## config.mk

```make
export PLATFORM = sky130hd
export DESIGN_NAME = span_writer
export DESIGN_NICKNAME = d
export VERILOG_FILES = /design/src/hdl/video_pkg.sv /design/src/hdl/fb_pkg.sv /design/src/hdl/span_writer.sv
export SDC_FILE = /design/constraint.sdc
export NUM_CORES = 1
export LEC_CHECK = 0
export ABC_AREA = 1
export ABC_CLOCK_PERIOD_IN_PS = 5300
export BUFFER_PORTS_ARGS = -buffer_cell sky130_fd_sc_hd__buf_2
export CORE_MARGIN = 5
export CORE_UTILIZATION = 54
export CTS_CLUSTER_DIAMETER = 100
export DETAILED_ROUTE_END_ITERATION = 7
export PLACE_DENSITY_LB_ADDON = 0.05
export SLEW_MARGIN = 10
export SYNTH_ARGS = -nofsm -noshare
export SYNTH_HDL_FRONTEND = slang
export SYNTH_SLANG_ARGS = --single-unit
```

## constraint.sdc

```tcl
create_clock -name clk -period 5.3 [get_ports clk]
set_input_delay 0.265 -clock clk [delete_from_list [all_inputs] [get_ports clk]]
set_output_delay 0.265 -clock clk [all_outputs]
set_load 0.01 [all_outputs]
```

## src/hdl/video_pkg.sv

```systemverilog
package video_pkg;

    // visible area, kept tiny for short simulation
    localparam int h_disp = 16;
    localparam int v_disp = 8;

    // totals incl. blanking
    localparam int h_total = 20;   // 4 pixels of horizontal blanking
    localparam int v_total = 10;   // 2 lines of vertical blanking

    // sync placement within line / frame
    localparam int h_sync_start = 17;
    localparam int h_sync_len = 2;
    localparam int v_sync_start = 8;
    localparam int v_sync_len = 1;

    // 8 bits each of r, g, b
    typedef logic [23:0] pixel_t;

    // wide enough for h_total and for any span start column/row
    typedef logic [4:0] coord_t;

    // parallel video stream, all fields aligned to the same cycle
    typedef struct packed {
        pixel_t pixel;
        logic   de;
        logic   hsync;
        logic   vsync;
        logic   frame_start;   // with first visible pixel
    } video_t;

endpackage
```

## src/hdl/fb_pkg.sv

```systemverilog
package fb_pkg;

    // pixels per bank
    localparam int frame_pixels = 128;
    // two banks, ping and pong
    localparam int fb_words = 2 * frame_pixels;

    // linear index inside one bank, y * h_disp + x
    typedef logic [6:0] line_addr_t;

    // full memory address, bank bit on top
    typedef struct packed {
        logic       bank;
        line_addr_t idx;
    } fb_addr_t;

    // host span command
    // paint len pixels from linear index y * h_disp + x onward
    typedef struct packed {
        video_pkg::coord_t x;
        video_pkg::coord_t y;
        video_pkg::pixel_t color;
        logic [7:0]        len;
    } span_t;

    // wishbone classic, master side
    typedef struct packed {
        logic              cyc;
        logic              stb;
        logic              we;
        fb_addr_t          adr;
        video_pkg::pixel_t dat;
    } wb_req_t;

    // wishbone classic, slave side
    typedef struct packed {
        logic ack;
    } wb_rsp_t;

endpackage

```

## src/hdl/span_writer.sv

```systemverilog
`timescale 1ns/1ps

module span_writer (
    input  logic            clk,
    input  logic            rst_n,
    input  fb_pkg::span_t   span,
    input  logic            span_valid,
    output logic            busy,
    input  logic            front_bank,
    output fb_pkg::wb_req_t wb_req,
    input  fb_pkg::wb_rsp_t wb_rsp
);

    import video_pkg::*;
    import fb_pkg::*;

    typedef enum logic [1:0] {
        s_idle,
        s_strobe,   // first cycle of stb
        s_wait,     // stb held until ack
        s_gap       // stb low one cycle after ack
    } state_t;

    state_t     state;
    logic [9:0] start_lin;  // may exceed a bank for large x/y
    logic [7:0] room;       // pixels left from start to end of bank
    logic [7:0] clip_len;
    logic       accept;

    logic [7:0] idx;        // one bit wider than line_addr_t
    logic [7:0] cnt;        // pixels still to write incl. the current one
    logic       bank;
    pixel_t     color;

    assign accept = span_valid && (state == s_idle);

    // clip the span against the end of the bank without wrap
    always_comb begin
        start_lin = 10'(span.y) * 10'(h_disp) + 10'(span.x);
        if (start_lin >= 10'(frame_pixels)) begin
            room = '0;
        end else begin
            room = 8'(10'(frame_pixels) - start_lin);
        end
        clip_len = (span.len < room) ? span.len : room;
    end

    always_ff @(posedge clk or negedge rst_n) begin
        if (!rst_n) begin
            state <= s_idle;
            idx   <= '0;
            cnt   <= '0;
            bank  <= 1'b0;
        end else begin
            case (state)
                s_idle: begin
                    if (accept) begin
                        idx  <= start_lin[7:0];
                        cnt  <= clip_len;
                        bank <= ~front_bank;   // write the back half
                        // len 0 still spends one busy cycle in gap
                        state <= (clip_len == '0) ? s_gap : s_strobe;
                    end
                end
                s_strobe: state <= s_wait;
                s_wait: begin
                    if (wb_rsp.ack) begin
                        if (cnt == 8'd1) begin
                            state <= s_idle;
                        end else begin
                            state <= s_gap;
                        end
                        cnt <= cnt - 8'd1;
                        idx <= idx + 8'd1;
                    end
                end
                s_gap: state <= (cnt == '0) ? s_idle : s_strobe;
                default: state <= s_idle;
            endcase
        end
    end

    // colour of the span being written
    always_ff @(posedge clk) begin
        if (accept) color <= span.color;
    end

    assign busy = (state != s_idle);

    always_comb begin
        wb_req.cyc     = busy;
        wb_req.stb     = (state == s_strobe) || (state == s_wait);
        wb_req.we      = busy;
        wb_req.adr.bank = bank;
        wb_req.adr.idx = line_addr_t'(idx);
        wb_req.dat     = color;
    end

    // request held unchanged until the slave acks
    a_stb_hold: assert property (@(posedge clk) disable iff (!rst_n)
        (wb_req.stb && !wb_rsp.ack) |=> (wb_req.stb && $stable(wb_req.adr)));

    // clip must keep every write inside the bank
    a_idx_range: assert property (@(posedge clk) disable iff (!rst_n)
        wb_req.stb |-> (idx < 8'(frame_pixels)));

endmodule

```

==> flow_summary.toml <==
[critical_path]
path_max_fanout = 23
critPathSlowestCell = "ha_1"
path_cells = "inv_1 > ha_1 > inv_1 > or2_2 > o21ai_0 > a21oi_1 > buf_4 > inv_1 > a31oi_1 > o21ai_0 > o21ai_0"
endpoint_kind = "flop"
start_kind = "flop"
max_stage_delay_ns = 0.49
path_class = "flop to flop"
cp.required_ns = 5.48
worstPathArrival_ns = 3.17

[placed_design]
gp_congestion = 0.8775
dp_hpwl_um = 4233
dp_slack_ns = 2.347
io_buffers = 82
dp.cells = 401

[synthesis]
ys_ff_latch = 42
synth_edf_count = 24
synth.most_common_cell = "nand2_1"
yosys.area.top_type_share_pct = 29.84
synthDistinctLibCells = 30
syn-cell-area_mm2 = 0.002415
yosysTopAreaCell = "edfxtp_1"
yosysWarnings = 0
syn_area_per_cell_um2 = 8.813
synthTopCellsByArea = "edfxtp_1, dfrtp_1, ha_1"
syn-num-nets = 338
ys_async_sr_fraction_pct = 42.86
yosysSeqAreaShare_pct = 48.50
synth.top_cells.by_count = "nand2_1, inv_1, o21ai_0, edfxtp_1"
ys.flop_type = "edfxtp_1"
syn_inst = 274

[clock_network]
cts_buffer_depth = 2
cts_resized = 0
cts_tree = "built"
clock-sinks = 42
clk_pin_slew_ns = 0.08
htreeDepth = 2
clock-root-buffer = "clkbuf_8"
numCtsBuffers = 5
insertion_delay_ns = 0.29

[sta]
slew_headroom_pct = 43.47
max_freq_ghz = 0.3350
worst_hold_slack_ns = 0.1395
hold_viol = 0
tns_ns = 0
fin_worst_skew_ns = 0.003977
post-route-period-util_pct = 56.32
timing.final.ws_setup_ns = 2.315
finalSetupViolCount = 0
slew_viol_final = 0
period_minus_slack_ns = 2.985
tightest_slew_ns = 0.8470
rsz0062_at_grt = "false"

[grt]
grtUsageTotal_pct = 19.27
grt_max_degree = 25
grt_pass1_vias = 2016
antenna_found_initial = 0
grt_overflow = 0
grt_pass1_wl_um = 9356

[die]
io_pins = 83
initial_core_util_pct = 55.46
die_w_um = 76.87
die_area_mm2 = 0.005909
die_height_um = 76.87
rows = 24
coreArea_mm2 = 0.004354

[flow_run]
drv_cap = 0

[pwr]
total_leakage_power_nw = 1.476
p_per_area_mw_per_mm2 = 473.3
peakVddDrop_mv = 0.2094

[worst_hold_path]
hold_class = "primary input to flop"

[status]
outcome = "finished clean"

[route]
detail_route.drc_violations = 0
ant_nets = 0
drt_iter0_drc = 94
vias = 2120
via_per_inst = 5.171
wl_per_cell_um = 13.65
dr.pass1.iters = 5
drt_wl_total_um = 5597

[finish]
drive_gt1_share_pct = 27.93
instances_no_fill = 410
layout-area-overhead-vs-synth_pct = 23.21
layout.nets = 421
postLayoutCoreUtil_pct = 68.33
n_antenna_cell = 0
fillers = 361
==> flip-flops by register name, summed over array words and instances, names as in the netlist <==
register	cells
state	2
bank	1
cnt	8
idx	7
color	24
==> layer usage <==
metal / part of all wire (%) / vias up / GRT usage [%]
met3: 9.1 / 8 / 4.333
met5: 0 / - / 0
met4: 1.1 / 0 / 7.168
li1: - / 1083 / -
met1: 42 / 924 / 24.62
met2: 48 / 105 / 31.75
==> critical path, delay by kind of cell, from the launching register on <==
family          cells  cell delay [ns]
fa+ha+maj           1             0.49
simple gates        1             0.40
buf+inv             4             1.04
flops               1             0.43
compound gates      5             0.52
==> kinds of logic (layout without fill, tap and decap cells) <==
family	count (synthesis)	count (layout)	synth area share, %
and+or+nand+nor	108	108	20.26
AOI/OAI and AO/OA	54	54	12.64
buffers and inverters	48	132	7.979
DFF	42	42	48.50
adders and majority gates	17	17	8.808
xor gates and xnor gates	5	5	1.813
==> what timing repair did <==
action,4_1_cts,5_1_grt
hold buffers,1,0
buffers inserted,0,0
hold endpoints to repair,18,0
==> area by class of cell <==
type                            instances  area, µm²  area share [%]
Sequential cell                        42       1171           39.36
Clock inverter                          2      37.54           1.262
Multi-Input combinational cell        184       1051           35.32
Clock buffer                            6      72.57           2.439
Tap cell                               52      65.06           2.187
Inverter                               40      150.1           5.046
Timing Repair Buffer                   84      427.9           14.38
==> worst paths after layout <==
kind	slack, ns	startpoint	end	depth (start not counted)
min	0.14	span[12]	color[4]$_DFFE_PP_	1
max in group asynchronous	4.57	rst_n	cnt[1]$_DFFE_PN0P_	2
min reg2reg	0.49	bank$_DFFE_PN0P_	bank$_DFFE_PN0P_	2
min in group asynchronous	0.44	rst_n	idx[2]$_DFFE_PN0P_	2
max	2.32	state[0]$_DFFE_PN0P_	cnt[4]$_DFFE_PN0P_	11
max reg2reg	2.32	state[0]$_DFFE_PN0P_	cnt[4]$_DFFE_PN0P_	11
==> stage by stage <==
stage	instance area (µm²)	total power [mW]
3_3_place_gp	2855	1.136
2_1_floorplan	2415	0.9671
3_5_place_dp	2855	1.151
4_1_cts	2975	1.407
5_1_grt	2975	1.526
6_report	2975	1.408
==> cells in the final DEF (no fill, tap or decap), types with 2 or more instances in the layout <==
master and instances:
nand2_4 2, dfrtp_1 18, nor3_1 3, xor2_1 4
nor2_1 18, nand3b_1 5, nand4_1 5, a22oi_1 2
buf_2 82, edfxtp_1 24, ha_1 17, nand2_1 55
o21ai_0 27, nand2_2 3, o22ai_1 4, nand3_1 13
a21oi_1 14, clkbuf_8 5, inv_1 40, a31oi_1 3
or2_2 2
==> power breakdown <==
part           switching [mW]  leakage, nW  total, mW  internal [mW]
logic                   0.405        0.985      0.635          0.229
clock network           0.112       0.0514      0.252          0.141
registers              0.0619        0.440      0.521          0.459
total                   0.579         1.48       1.41          0.829
No activity file was read; power rests on OpenSTA's default activity.
