<file path="src/hdl/video_pkg.sv">
package video_pkg;

    // visible area, kept tiny for short simulation
    localparam int h_disp = 16;
    localparam int v_disp = 8;

    // totals incl. blanking
    localparam int h_total = 20;   // 4 pixels of horizontal blanking
    localparam int v_total = 10;   // 2 lines of vertical blanking

    // sync placement within line / frame
    localparam int h_sync_start = 17;
    localparam int h_sync_len = 2;
    localparam int v_sync_start = 8;
    localparam int v_sync_len = 1;

    // 8 bits each of r, g, b
    typedef logic [23:0] pixel_t;

    // wide enough for h_total and for any span start column/row
    typedef logic [4:0] coord_t;

    // parallel video stream, all fields aligned to the same cycle
    typedef struct packed {
        pixel_t pixel;
        logic   de;
        logic   hsync;
        logic   vsync;
        logic   frame_start;   // with first visible pixel
    } video_t;

endpackage
</file>
<file path="src/hdl/fb_pkg.sv">
package fb_pkg;

    // pixels per bank
    localparam int frame_pixels = 128;
    // two banks, ping and pong
    localparam int fb_words = 2 * frame_pixels;

    // linear index inside one bank, y * h_disp + x
    typedef logic [6:0] line_addr_t;

    // full memory address, bank bit on top
    typedef struct packed {
        logic       bank;
        line_addr_t idx;
    } fb_addr_t;

    // host span command
    // paint len pixels from linear index y * h_disp + x onward
    typedef struct packed {
        video_pkg::coord_t x;
        video_pkg::coord_t y;
        video_pkg::pixel_t color;
        logic [7:0]        len;
    } span_t;

    // wishbone classic, master side
    typedef struct packed {
        logic              cyc;
        logic              stb;
        logic              we;
        fb_addr_t          adr;
        video_pkg::pixel_t dat;
    } wb_req_t;

    // wishbone classic, slave side
    typedef struct packed {
        logic ack;
    } wb_rsp_t;

endpackage

</file>
<file path="src/hdl/scan_out.sv">
`timescale 1ns/1ps

module scan_out (
    input  logic              clk,
    input  logic              rst_n,
    input  logic              swap_req,
    output logic              front_bank,
    output fb_pkg::fb_addr_t  rd_addr,
    input  video_pkg::pixel_t rd_data,
    output video_pkg::video_t video
);

    import video_pkg::*;
    import fb_pkg::*;

    // timing flags that travel alongside the pixel read
    typedef struct packed {
        logic de;
        logic hsync;
        logic vsync;
        logic frame_start;
    } flags_t;

    coord_t     hcount;
    coord_t     vcount;
    logic       h_last;
    logic       wrap;          // last pixel of the last line
    logic       swap_pending;
    flags_t     flags0;        // from the counters
    flags_t     flags1;        // aligned with rd_data
    line_addr_t line_idx;

    assign h_last = (hcount == coord_t'(h_total - 1));
    assign wrap   = h_last && (vcount == coord_t'(v_total - 1));

    // raster counters, free running
    always_ff @(posedge clk or negedge rst_n) begin
        if (!rst_n) begin
            hcount <= '0;
            vcount <= '0;
        end else begin
            if (h_last) begin
                hcount <= '0;
                vcount <= wrap ? '0 : vcount + coord_t'(1);
            end else begin
                hcount <= hcount + coord_t'(1);
            end
        end
    end

    // swap is only applied at the frame boundary
    always_ff @(posedge clk or negedge rst_n) begin
        if (!rst_n) begin
            front_bank   <= 1'b0;
            swap_pending <= 1'b0;
        end else if (wrap) begin
            front_bank   <= front_bank ^ swap_pending;
            swap_pending <= swap_req;
        end else if (swap_req) begin
            swap_pending <= 1'b1;
        end
    end

    always_comb begin
        flags0.de = (hcount < coord_t'(h_disp)) && (vcount < coord_t'(v_disp));
        flags0.hsync = (hcount >= coord_t'(h_sync_start)) &&
                       (hcount < coord_t'(h_sync_start + h_sync_len));
        flags0.vsync = (vcount >= coord_t'(v_sync_start)) &&
                       (vcount < coord_t'(v_sync_start + v_sync_len));
        flags0.frame_start = (hcount == '0) && (vcount == '0);
    end

    // address is don't-care in blanking, truncation is harmless there
    assign line_idx = line_addr_t'(vcount * h_disp + hcount);
    assign rd_addr  = '{bank: front_bank, idx: line_idx};

    // stage 1 waits for the memory, stage 2 is the output register
    always_ff @(posedge clk or negedge rst_n) begin
        if (!rst_n) begin
            flags1 <= '0;
            video  <= '0;
        end else begin
            flags1            <= flags0;
            video.pixel       <= flags1.de ? rd_data : '0;   // black in blanking
            video.de          <= flags1.de;
            video.hsync       <= flags1.hsync;
            video.vsync       <= flags1.vsync;
            video.frame_start <= flags1.frame_start;
        end
    end

    a_no_de_in_vsync: assert property (@(posedge clk) disable iff (!rst_n)
        !(video.de && video.vsync));

endmodule

</file>
<file path="config.mk">
export PLATFORM = sky130hd
export DESIGN_NAME = scan_out
export DESIGN_NICKNAME = d
export VERILOG_FILES = /design/src/hdl/video_pkg.sv /design/src/hdl/fb_pkg.sv /design/src/hdl/scan_out.sv
export SDC_FILE = /design/constraint.sdc
export NUM_CORES = 1
export LEC_CHECK = 0
export ABC_AREA = 1
export BUFFER_PORTS_ARGS = -buffer_cell sky130_fd_sc_hd__buf_2
export CAP_MARGIN = 30
export CORE_MARGIN = 2
export CORE_UTILIZATION = 29
export DETAILED_ROUTE_END_ITERATION = 10
export PLACE_DENSITY = 0.61
export RECOVER_POWER = 100
export SLEW_MARGIN = 20
export SYNTH_ARGS = -nofsm -noshare
export SYNTH_HDL_FRONTEND = slang
export SYNTH_SLANG_ARGS = --single-unit
</file>
<file path="constraint.sdc">
create_clock -name clk -period 1.27 [get_ports clk]
set_input_delay 0.254 -clock clk [delete_from_list [all_inputs] [get_ports clk]]
set_output_delay 0.254 -clock clk [all_outputs]
set_load 0.02 [all_outputs]
</file>
==> reports/qor.txt <==
DRT
---------------------------------------------------------------------------------
First-pass DRT Iterations                                                       4
Vias per Instance                                                            4.03
Violation count after the first detailed-route iteration                       50
Number of routed nets with antenna violations                                   0
Wire length after detailed routing                                   3530 microns
DRC violations left                                                             0
Number of vias in the routed layout                                          1315
Detailed-route wire length per cell                                  10.8 microns

CRITICAL PATH
---------------------------------------------------------------------------------
Path type of the worst setup path                                    flop to primary output
Critical path startpoint category                                            flop
Type of element capturing the critical path                          primary output
Critical path required time                                               1.02 ns
Maximum fanout along the worst path                                             2
Worst path arrival time                                                   1.33 ns

GLOBAL ROUTE
---------------------------------------------------------------------------------
Via count of the first global-routing pass                                   1222
Initial antenna violation count                                                 0
GRT Overall Usage                                                           10.7%
Overflow after GRT                                                              0
Wire length of the first global-routing pass                         5400 microns
Maximum number of pins on one net before global-route repair                   45

LOGIC SYNTHESIS
---------------------------------------------------------------------------------
#FFs+latches synth                                                             44
Mean post-synth cell area                                              10.2 sq um
Ranking of synthesized cells by area                                 sky130_fd_sc_hd__dfrtp_1, sky130_fd_sc_hd__nand2_1, sky130_fd_sc_hd__inv_1
Mapped Nets                                                                   211
Synth top area share                                                        61.5%
Dominant cell type by area after synthesis                           sky130_fd_sc_hd__dfrtp_1
Count of synthesis-stage warnings from yosys                                    0
Post-Syn Instances                                                            176
Part of the Yosys area used for sequential elements                         61.5%
Cell variety after synth                                                       21
Area of the mapped netlist                                             1790 sq um

STATUS
---------------------------------------------------------------------------------
Failing checks                                                       negative setup slack
Status                                                               finished with violations

FLOORPLANNING
---------------------------------------------------------------------------------
Core Region                                                            5960 sq um
Width of the die                                                     82.6 microns
Placement row count                                                            28
Total I/O pin count                                                            64
Starting Density                                                            30.1%
Die Footprint                                                          6820 sq um
Height of the die                                                    82.6 microns

POWER AND IR DROP
---------------------------------------------------------------------------------
Net switching power of the design                                        0.592 mW
Overall Power                                                             2.73 mW
Fraction of power spent switching nets                                      21.7%
Gate power share                                                             6.6%
Cell internal pwr                                                         2.14 mW
Leakage dissipation                                                       1.34 nW
PD cells                                                             1130 nW/um^2
Clock group share of total power                                            40.4%
Share of power burned in registers                                          53.0%
Worst vdd ir                                                           0.000520 V

TIMING
---------------------------------------------------------------------------------
Final cycle utilization of the critical path                                 125%
Final period demand of the worst path                                     1.58 ns
Highest clock rate                                                      0.631 GHz
Slew at the pin closest to its max-slew limit                            0.771 ns
Final-report hold violation count                                               0
Unrepaired setup endpoints after global routing                              true
Slew HR                                                                     48.6%
Total setup violations reported at the end of the flow                         12
TNS Setup                                                                -1.12 ns
Max Slew Vio Count                                                              0
Layout Skew                                                            0.00301 ns
Minimum setup slack in the final design                                 -0.314 ns

CLOCK TREE
---------------------------------------------------------------------------------
Sinks on the clock net                                                         44
Clock network latency to the later pin of the worst-skew pair             0.29 ns
Inserted Clock Buffers                                                          5
CTS Buffer Depth                                                                2
Library cell used as clock root buffer                               sky130_fd_sc_hd__clkbuf_8
CTS tree                                                                    built
Register clock-pin slew on the reported worst setup and hold paths        0.08 ns
H-Tree Depth                                                                    2

LAYOUT
---------------------------------------------------------------------------------
Area Growth Syn to Fin                                                      35.0%
Storage element area                                                   1100 sq um
Area occupied by multi-input gates                                      563 sq um
Share of layout cells above drive strength 1                                29.1%
Post-Layout Cell Count                                                        326
Layout net count                                                              285
Fill cell instance count of the final layout                                  617
Count of antenna diodes in the layout                                           0

MIN PATH
---------------------------------------------------------------------------------
Type of the most critical hold path                                  primary input to flop

PLACE
---------------------------------------------------------------------------------
Detailed-placement wirelength estimate                               2510 microns
Worst slack at placement                                               -0.0862 ns
GP Congestion                                                               0.697
Number of cells in the design after placement                                 312
Port Buffers                                                                   63

JOB
---------------------------------------------------------------------------------
Max-capacitance violation count                                                 0

## kinds of logic (layout without fill, tap and decap cells)
group	count (synthesis)	after routing	share of synthesized area [%]
AND/OR/NAND/NOR	67	67	17.7
adder cells (fa/ha/maj)	8	8	5.59
flip-flops	44	44	61.5
AO/OA/AOI/OAI	8	8	2.45
XOR/XNOR	3	3	1.47
buffers and inverters	46	121	11.3
## path summary, 6_finish.rpt
kind | slack (ns) | startpoint | to | cells past startpoint
setup / recovery | -0.31 | vcount[0]$_DFFE_PN0N_ | rd_addr[6] | 4
hold reg to reg | 0.35 | flags1[2]$_DFF_PN0_ | video[2]$_DFF_PN0_ | 0
max in group asynchronous | 0.24 | rst_n | hcount[2]$_DFF_PN0_ | 3
min in group asynchronous | 0.61 | rst_n | video[22]$_DFF_PN0_ | 3
hold / removal | 0.15 | swap_req | swap_pending$_DFFE_PN0P_ | 3
setup reg to reg | -0.07 | hcount[4]$_DFF_PN0_ | front_bank$_DFFE_PN0P_ | 8
## critical path, cell delays in order, from the launching register on
cell and delay (ns):
sky130_fd_sc_hd__dfrtp_1 0.42, sky130_fd_sc_hd__ha_4 0.18, sky130_fd_sc_hd__ha_4 0.16, sky130_fd_sc_hd__xor2_4 0.14, sky130_fd_sc_hd__buf_6 0.14
## cell usage in the layout (no fill, tap or decap), drive strengths merged
cell type / count
dfrtp: 44
nand2: 43
clkbuf: 42
inv: 38
buf: 38
nor2: 11
nand3: 9
ha: 8
a21oi: 6
nor3: 3
o21ai: 2
xor2: 2
nor4: 1
xnor2: 1
clkinv: 1
bufinv: 1
dlygate4sd3: 1
## power groups by stage
| stage | clock network, mW | logic [mW] | registers, mW |
|---|---|---|---|
| final | 1.10 | 0.182 | 1.45 |
| after floorplan | 0 | 0.0284 | 1.53 |
| after CTS | 1.15 | 0.204 | 1.45 |
| after global routing | 1.21 | 0.208 | 1.45 |
| after detailed placement | 0 | 0.200 | 1.47 |
| after global placement | 0 | 0.199 | 1.47 |
## sequential cells by signal, indices dropped and copies added (netlist names)
signal / flops
vcount: 5
front_bank: 1
swap_pending: 1
video: 28
hcount: 5
flags1: 4
## stage by stage
stage | cell area, sq um | utilization, % | hold WS, ns
3_5_place_dp | 2230 | 37.5 | 0.250
5_1_grt | 2420 | 40.6 | 0.139
6_report | 2420 | 40.6 | 0.149
2_1_floorplan | 1820 | - | -0.0416
4_1_cts | 2400 | 40.3 | 0.135
3_3_place_gp | 2230 | 37.5 | 0.250
## cell type report
cell class | instances | area share (%)
Sequential cell | 44 | 45.6
Clock buffer | 6 | 3.42
Inverter | 38 | 5.90
Clock inverter | 2 | 1.60
Timing Repair Buffer | 75 | 16.3
Multi-Input combinational cell | 86 | 23.3
Tap cell | 75 | 3.88
## routing by layer
metal / GRT usage, % / vias to the layer above / wire length (microns)
li1: - / 659 / -
met2: 17.8 / 58 / 1550
met5: 0 / - / 0
met4: 5.90 / 0 / 45
met1: 12.5 / 593 / 1570
met3: 2.93 / 5 / 367
## cells in the mapped netlist
library cell,count
sky130_fd_sc_hd__inv_1,35
sky130_fd_sc_hd__dfrtp_1,44
sky130_fd_sc_hd__inv_2,3
sky130_fd_sc_hd__nand3_1,9
sky130_fd_sc_hd__nor2_1,9
sky130_fd_sc_hd__nor2_4,1
sky130_fd_sc_hd__buf_4,5
sky130_fd_sc_hd__xor2_1,2
sky130_fd_sc_hd__nand2_2,1
sky130_fd_sc_hd__buf_6,1
sky130_fd_sc_hd__nor2_8,1
sky130_fd_sc_hd__nor4_1,1
sky130_fd_sc_hd__buf_2,2
sky130_fd_sc_hd__o21ai_2,1
sky130_fd_sc_hd__nand2_4,3
sky130_fd_sc_hd__xnor2_1,1
sky130_fd_sc_hd__nor3_1,3
sky130_fd_sc_hd__ha_1,8
sky130_fd_sc_hd__a21oi_1,6
sky130_fd_sc_hd__nand2_1,39
sky130_fd_sc_hd__o21ai_0,1
## timing repair
action / 4_1_cts / 5_1_grt
setup buffers: 1 / 4
endpoints found under the setup margin: 3 / 13
pin swaps: 2 / 2
hold endpoints to repair: 44 / 0
hold buffers: 1 / 0
gates resized for setup: 7 / 15
Note: power is estimated with default switching activity, not from simulation.
